===== src/mips_pkg.sv =====
package mips_pkg;

	// Basic widths
	typedef logic [31:0] word_t;	// Data, addresses, registers
	typedef logic [4:0]  reg_addr_t;	// Register index

	localparam reg_addr_t v0_index = 5'd2;	// $v0, return value register

	// Primary opcodes, instr[31:26]
	typedef enum logic [5:0] {
		op_rtype = 6'b000000,	// Decode continues in funct
		op_j     = 6'b000010,
		op_beq   = 6'b000100,
		op_addi  = 6'b001000,
		op_lw    = 6'b100011,
		op_sw    = 6'b101011
	} opcode_t;

	// R-type function field, instr[5:0]
	typedef enum logic [5:0] {
		fn_jr  = 6'b001000,	// Jump to rs, halts on zero
		fn_add = 6'b100000,
		fn_sub = 6'b100010,
		fn_and = 6'b100100,
		fn_or  = 6'b100101,
		fn_slt = 6'b101010	// Signed compare
	} funct_t;

	// ALU operation select
	typedef enum logic [2:0] {
		alu_and = 3'b000,
		alu_or  = 3'b001,
		alu_add = 3'b010,
		alu_sub = 3'b110,	// Also drives BEQ compare
		alu_slt = 3'b111
	} alu_op_t;

	// Instruction word in R-type layout
	// I-type immediate is {rd, shamt, funct}, J index is {rs, rt, rd, shamt, funct}
	typedef struct packed {
		opcode_t   op;
		reg_addr_t rs;
		reg_addr_t rt;
		reg_addr_t rd;
		logic [4:0] shamt;
		funct_t    funct;
	} instr_t;

	// Decoded control word
	typedef struct packed {
		logic    reg_write;	// Write back to register file
		logic    reg_dst;	// Dest is rd, else rt
		logic    alu_src;	// ALU B is immediate
		logic    branch;	// BEQ
		logic    mem_write;	// SW
		logic    mem_read;	// LW
		logic    mem_to_reg;	// Write back load data
		logic    jump;	// J
		logic    jump_reg;	// JR
		alu_op_t alu_op;
	} ctrl_t;

endpackage


===== src/mips_alu.sv =====
`timescale 1ns/1ns

module mips_alu import mips_pkg::*; (
	input  alu_op_t op,
	input  word_t   a,
	input  word_t   b,
	output word_t   result,
	output logic    zero
);

	logic lt;	// Signed a < b

	assign lt = $signed(a) < $signed(b);

	always_comb begin
		case (op)
			alu_and: result = a & b;
			alu_or:  result = a | b;
			alu_add: result = a + b;	// Wraps, no overflow trap
			alu_sub: result = a - b;
			alu_slt: result = {31'b0, lt};
			default: result = '0;
		endcase
	end

	// BEQ looks at this after a subtract
	assign zero = (result == '0);

endmodule


===== src/mips_regfile.sv =====
`timescale 1ns/1ns

// 32 x 32 register file, two async reads, one sync write
module mips_regfile import mips_pkg::*; (
	input  logic      clk,
	input  logic      write_en,
	input  reg_addr_t read_addr_a,
	input  reg_addr_t read_addr_b,
	input  reg_addr_t write_addr,
	input  word_t     write_data,
	output word_t     read_data_a,
	output word_t     read_data_b,
	output word_t     v0
);

	word_t regs [32];

	// $zero never stored
	always_ff @(posedge clk) begin
		if (write_en && write_addr != '0)
			regs[write_addr] <= write_data;
	end

	// Entry 0 is forced on read
	assign read_data_a = (read_addr_a == '0) ? '0 : regs[read_addr_a];
	assign read_data_b = (read_addr_b == '0) ? '0 : regs[read_addr_b];

	assign v0 = regs[v0_index];	// Observation tap

endmodule


===== src/mips_control.sv =====
`timescale 1ns/1ns

// Main and ALU decode merged into one table
module mips_control import mips_pkg::*; (
	input  instr_t instr,
	output ctrl_t  ctrl
);

	always_comb begin
		// Unlisted opcodes fall through as no-ops
		ctrl = '0;
		ctrl.alu_op = alu_add;

		case (instr.op)
			op_rtype: begin
				ctrl.reg_dst = 1'b1;	// Dest in rd
				case (instr.funct)
					fn_add: begin
						ctrl.reg_write = 1'b1;
						ctrl.alu_op = alu_add;
					end
					fn_sub: begin
						ctrl.reg_write = 1'b1;
						ctrl.alu_op = alu_sub;
					end
					fn_and: begin
						ctrl.reg_write = 1'b1;
						ctrl.alu_op = alu_and;
					end
					fn_or: begin
						ctrl.reg_write = 1'b1;
						ctrl.alu_op = alu_or;
					end
					fn_slt: begin
						ctrl.reg_write = 1'b1;
						ctrl.alu_op = alu_slt;
					end
					fn_jr: ctrl.jump_reg = 1'b1;	// No write back
					default: ctrl.reg_dst = 1'b0;	// Unknown funct, nothing happens
				endcase
			end
			op_lw: begin
				ctrl.reg_write = 1'b1;
				ctrl.alu_src = 1'b1;	// base + offset
				ctrl.mem_read = 1'b1;
				ctrl.mem_to_reg = 1'b1;
			end
			op_sw: begin
				ctrl.alu_src = 1'b1;
				ctrl.mem_write = 1'b1;	// Store data from rt
			end
			op_beq: begin
				ctrl.branch = 1'b1;
				ctrl.alu_op = alu_sub;	// Equal when difference is zero
			end
			op_addi: begin
				ctrl.reg_write = 1'b1;
				ctrl.alu_src = 1'b1;
			end
			op_j: ctrl.jump = 1'b1;
			default: ;	// Keep default word
		endcase
	end

endmodule


===== src/mips_datapath.sv =====
`timescale 1ns/1ns

module mips_datapath import mips_pkg::*; #(
	parameter word_t reset_vector = 32'h0000_1000
) (
	input  logic   clk,
	input  logic   reset,
	input  logic   clk_enable,
	input  ctrl_t  ctrl,
	input  instr_t instr,
	input  word_t  data_readdata,
	output word_t  instr_address,
	output word_t  data_address,
	output word_t  data_writedata,
	output word_t  register_v0,
	output logic   data_write,
	output logic   data_read,
	output logic   active
);

	word_t pc;
	word_t pc_next;
	word_t pc_plus4;
	word_t branch_target;
	word_t jump_target;
	word_t imm_ext;	// Sign-extended immediate
	word_t src_a;
	word_t rt_data;
	word_t src_b;
	word_t alu_result;
	word_t result;	// Write-back value
	reg_addr_t write_reg;
	logic [15:0] imm;
	logic [25:0] index;
	logic zero;
	logic taken;
	logic run;	// Instruction commits this edge
	logic halt_now;	// JR to address zero

	// Immediate and jump index out of the R-type fields
	assign imm = {instr.rd, instr.shamt, instr.funct};
	assign index = {instr.rs, instr.rt, imm};
	assign imm_ext = {{16{imm[15]}}, imm};

	assign run = clk_enable & active;

	// Destination and operand selection
	assign write_reg = ctrl.reg_dst ? instr.rd : instr.rt;
	assign src_b = ctrl.alu_src ? imm_ext : rt_data;
	assign result = ctrl.mem_to_reg ? data_readdata : alu_result;

	mips_regfile rf0 (
		.clk(clk),
		.write_en(ctrl.reg_write & run),	// Frozen or halted, no write
		.read_addr_a(instr.rs),
		.read_addr_b(instr.rt),
		.write_addr(write_reg),
		.write_data(result),
		.read_data_a(src_a),
		.read_data_b(rt_data),
		.v0(register_v0)
	);

	mips_alu alu0 (
		.op(ctrl.alu_op),
		.a(src_a),
		.b(src_b),
		.result(alu_result),
		.zero(zero)
	);

	// Next PC candidates
	assign pc_plus4 = pc + 32'd4;
	assign branch_target = pc_plus4 + {imm_ext[29:0], 2'b00};
	assign jump_target = {pc_plus4[31:28], index, 2'b00};
	assign taken = ctrl.branch & zero;

	// JR wins over J, J over branch
	always_comb begin
		if (ctrl.jump_reg)
			pc_next = src_a;
		else if (ctrl.jump)
			pc_next = jump_target;
		else if (taken)
			pc_next = branch_target;
		else
			pc_next = pc_plus4;
	end

	assign halt_now = ctrl.jump_reg & (src_a == '0);

	always_ff @(posedge clk or posedge reset) begin
		if (reset) begin
			pc <= reset_vector;
			active <= 1'b1;
		end else if (run) begin
			pc <= pc_next;
			if (halt_now)
				active <= 1'b0;	// Stays low until reset
		end
	end

	assign instr_address = pc;

	// Data bus, strobes only while committing
	assign data_address = alu_result;
	assign data_writedata = rt_data;	// SW stores rt
	assign data_write = ctrl.mem_write & run & ~reset;
	assign data_read = ctrl.mem_read & run & ~reset;

endmodule


===== src/mips_cpu_harvard.sv =====
`timescale 1ns/1ns

// Single-cycle MIPS core, separate instruction and data buses
module mips_cpu_harvard import mips_pkg::*; #(
	parameter word_t reset_vector = 32'h0000_1000	// First fetch address
) (
	input  logic  clk,
	input  logic  reset,
	input  logic  clk_enable,	// Low freezes all state
	output logic  active,	// Drops after JR to zero
	output word_t register_v0,

	// Instruction bus, async read
	output word_t instr_address,
	input  word_t instr_readdata,

	// Data bus, async read, write at edge
	output word_t data_address,
	output logic  data_write,
	output logic  data_read,
	output word_t data_writedata,
	input  word_t data_readdata
);

	ctrl_t ctrl;	// Decoded control word

	mips_control ctrl0 (
		.instr(instr_t'(instr_readdata)),
		.ctrl(ctrl)
	);

	mips_datapath #(
		.reset_vector(reset_vector)
	) dp0 (
		.clk(clk),
		.reset(reset),
		.clk_enable(clk_enable),
		.ctrl(ctrl),
		.instr(instr_t'(instr_readdata)),
		.data_readdata(data_readdata),
		.instr_address(instr_address),
		.data_address(data_address),
		.data_writedata(data_writedata),
		.register_v0(register_v0),
		.data_write(data_write),
		.data_read(data_read),
		.active(active)
	);

endmodule


===== config.mk =====
export PLATFORM = sky130hd
export DESIGN_NAME = mips_cpu_harvard
export DESIGN_NICKNAME = d
export VERILOG_FILES = /design/src/mips_pkg.sv /design/src/mips_alu.sv /design/src/mips_regfile.sv /design/src/mips_control.sv /design/src/mips_datapath.sv /design/src/mips_cpu_harvard.sv
export SDC_FILE = /design/constraint.sdc
export NUM_CORES = 2
export LEC_CHECK = 0
export ABC_CLOCK_PERIOD_IN_PS = 8540
export BUFFER_PORTS_ARGS = -buffer_cell sky130_fd_sc_hd__buf_2
export CORE_MARGIN = 2
export CORE_UTILIZATION = 56
export CTS_CLUSTER_DIAMETER = 150
export DETAILED_ROUTE_END_ITERATION = 10
export PLACE_DENSITY = 0.74
export SLEW_MARGIN = 20
export SYNTH_ARGS = -nofsm -noshare
export SYNTH_HDL_FRONTEND = slang
export SYNTH_SLANG_ARGS = --single-unit

===== constraint.sdc =====
create_clock -name clk -period 8.54 [get_ports clk]
set_input_delay 0 -clock clk [delete_from_list [all_inputs] [get_ports clk]]
set_output_delay 0 -clock clk [all_outputs]
set_load 0.03 [all_outputs]

==> metrics.md <==
| Metric | Value |
|---|---|
| Slew Limit Headroom | 21.4% |
| Max Slew Vio Count | 0 |
| Total power density per cell area | 225 nW/µm² |
| Antenna-violating nets left | 0 |
| Least-Margin Pin Slew | 1170 ps |
| Worst r2r src | dp0.rf0.regs[2][4] |
| Cell internal pwr | 0.0100 W |
| Global-route wire length before repair | 278000 µm |
| CTS max path bufs | 3 |
| Dpl ws | 825 ps |
| Max VDD drop | 175 µV |
| WL final | 198000 µm |
| Vias | 39000 |
| Sw frac | 30.9% |
| CTS tree | yes |
| # rows | 117 |
| Clock slew at reported path FFs | 60 ps |
| Starting DRC count in detailed routing | 6092 |
| Total negative slack | 0 ps |
| Total of max-cap violations | 0 |
| # DRC | 0 |
| Resized Gates After CTS | 0 |
| Layout fillers | 7094 |
| Clk root buf | clkbuf_16 |
| Syn Inst Count | 3583 |
| Post-synth ARST share | 3.12% |
| Outcome | complete, no violations |
| Post-Place Cells | 5089 |
| Area Growth Syn to Fin | 12.5% |
| Post-CTS setup buffer count | 0 |
| Clock power frac | 31.3% |
| Clock Latency Late Sink | 710 ps |
| GRT Overall Usage | 37.9% |
| HP Class | primary input to register |
| Synthesized area | 57400 µm² |
| Core area | 102000 µm² |
| Hold Path Cell Cnt | 4 |
| Fin Hold WS | 26.1 ps |
| CP Data Arrival Time | 9050 ps |
| Fin crit share | 98.6% |
| Hold-fix buffers at CTS | 31 |
| Max FO, Critical Path | 24 |
| Commonest cells post-synth | edfxtp_1 (1024), mux4_2 (640), nor2_1 (284), clkbuf_1 (165), nand2_1 (141) |
| Final hold viol count | 0 |
| Top post-synthesis cells by area | edfxtp_1 (54%), mux4_2 (25%), ha_1 (2.7%) |
| Net switching power | 0.00450 W |
| Initial antenna violation count | 8 |
| Terminus of the critical flop-to-flop path | dp0.instr_address[11] |
| Syn Area/Cell | 16.0 µm² |
| Hold Crit Start | data_readdata[2] |
| Vias in the first global route | 38200 |
| Die width | 324 µm |
| Top cell type by total area after synthesis | edfxtp_1 |
| WP data required | 9170 ps |
| Final setup vio count | 0 |
| RePlAce Congestion | 1.00 |
| Crit path capture type | register |
| Ant diodes | 0 |
| RSZ-0062 raised after global routing | no |
| Non-filler cells, final | 5313 |
| Port bufs | 197 |
| Die area | 105000 µm² |
| Overall die height | 324 µm |
| DP HPWL | 123000 µm |
| Top cell type's share of synthesized area | 53.5% |
| #FFs+latches synth | 1057 |
| GRT overflow | 0 |
| TritonCTS Buffers | 103 |
| Setup CP Type | register to register |
| Cell with the most instances after synthesis | edfxtp_1 |
| Share of the yosys chip area belonging to registers | 55.0% |
| Nets | 4053 |
| Vias per cell | 7.34 |
| R2R setup slack | 120 ps |
| Htree depth | 3 |
| Hold Path Sink | dp0.rf0.regs[16][2] |
| Final WS setup | 123 ps |
| Initial Utilization | 56.5% |
| FMAX | 119 MHz |
| Drt wl/cell | 37.2 µm |
| Post-synth EDFFs | 1024 |
| Syn. warnings | 0 |
| Worst clock skew | 44.6 ps |
| Largest net degree at the start of global routing | 86 |
| Comb pwr share | 24.3% |
| Share of cells above drive strength 1 | 31.5% |
| Startpoint Class | register |
| Reg power frac | 44.4% |
| Top-level port count | 198 |
| Main flop type after synthesis | edfxtp_1 |
| Pre-Repair DR Iteration Count | 6 |
| Cell variety after synth | 91 |
| Clock sink count | 1057 |
| Worst R2R Path Depth | 21 |
| Leakage | 22.1 nW |
| Period minus WS final | 8420 ps |
## routing by layer
layer	GRT usage, %	wire length (µm)	vias up
met4	17.6	10800	4
met1	50.9	67700	19900
li1	-	-	15300
met3	9.63	27400	568
met5	0	27	-
met2	59.0	91800	3198
## sequential cells by signal, summed over array words and instances (netlist names)
| signal | flops |
|---|---|
| dp0.rf0.regs | 1024 |
| dp0.instr_address | 32 |
| dp0.active | 1 |
## how the worst max path moves through the flow
stage	from	end	depth (start not counted)
2_1_floorplan	instr_readdata[21]	dp0.rf0.regs[0][18]	20
3_3_place_gp	instr_readdata[21]	dp0.instr_address[20]	23
3_5_place_dp	instr_readdata[16]	dp0.instr_address[31]	21
4_1_cts	dp0.rf0.regs[2][4]	dp0.instr_address[11]	21
5_1_grt	dp0.rf0.regs[2][4]	dp0.instr_address[11]	21
6_report	dp0.rf0.regs[2][4]	dp0.instr_address[11]	21
## cells by family after synthesis
family                     synth area share [%]
xor gates and xnor gates                  0.945
and+or+nand+nor                            5.78
adders and majority gates                  2.85
DFF                                        55.0
other                                   0.00653
muxes                                      26.7
AOI/OAI and AO/OA                          6.34
buffers and inverters                      2.45
## critical path, cell delays in order, from the launching register on
cell and delay [ps]:
edfxtp_1 460, mux4_2 500, mux4_2 490, mux2i_1 620, nor3_1 110, a21oi_1 720
ha_1 490, or2_2 380, a211o_1 290, a2111oi_0 670, nor3_1 120, a221o_1 380
a22oi_1 400, nand3_1 180, nor4b_1 510, nand4b_1 220, nor4b_1 420, nand4_2 140
buf_4 280, mux2i_1 170, o21ai_0 200, dlygate4sd3_1 580
## final cells by class
class / count / area, µm² / area share, %
Multi-Input combinational cell: 2191 / 25000 / 38.6
Inverter: 123 / 462 / 0.714
Sequential cell: 1057 / 31600 / 48.9
Timing Repair Buffer: 381 / 2600 / 4.03
Tap cell: 1368 / 1710 / 2.65
Clock buffer: 125 / 2750 / 4.25
Clock inverter: 68 / 589 / 0.912
## power groups by stage
stage / clock network, W / logic [W] / registers (W)
finish: 0.00456 / 0.00353 / 0.00646
global route: 0.00478 / 0.00371 / 0.00646
CTS: 0.00457 / 0.00342 / 0.00646
detailed placement: 0 / 0.00339 / 0.00657
global placement: 0 / 0.00337 / 0.00656
floorplan: 0 / 0.00204 / 0.00658
## cells in the final DEF, fill, tap and decap left out, types with 17 or more instances in the layout
cell and instances:
edfxtp_1 1024, mux4_2 640, nor2_1 241, buf_2 189
buf_4 147, nand2_1 140, ha_1 126, a21oi_1 125
inv_1 121, clkbuf_16 107, mux2i_1 87, o21ai_0 84
nand3_1 56, nor3_1 48, xnor2_1 43, a21o_1 39
nor2_4 35, conb_1 32, dfrtp_1 31, dlygate4sd3_1 31
clkinv_1 26, o22ai_1 26, nand2b_1 24, a221oi_1 24
nor4_1 21, clkinv_2 21, xor2_1 19, a31oi_1 18
clkbuf_1 18, and2_1 17, nand4_1 17
## stage by stage
step,total power [W],instance area [µm²],utilization [%]
4_1_cts,0.0145,64600,63.5
5_1_grt,0.0149,64600,63.5
6_report,0.0146,64600,63.5
3_5_place_dp,0.00996,61000,59.9
3_3_place_gp,0.00994,61000,59.9
2_1_floorplan,0.00861,57600,-
Power figures use the tool's default switching activity.
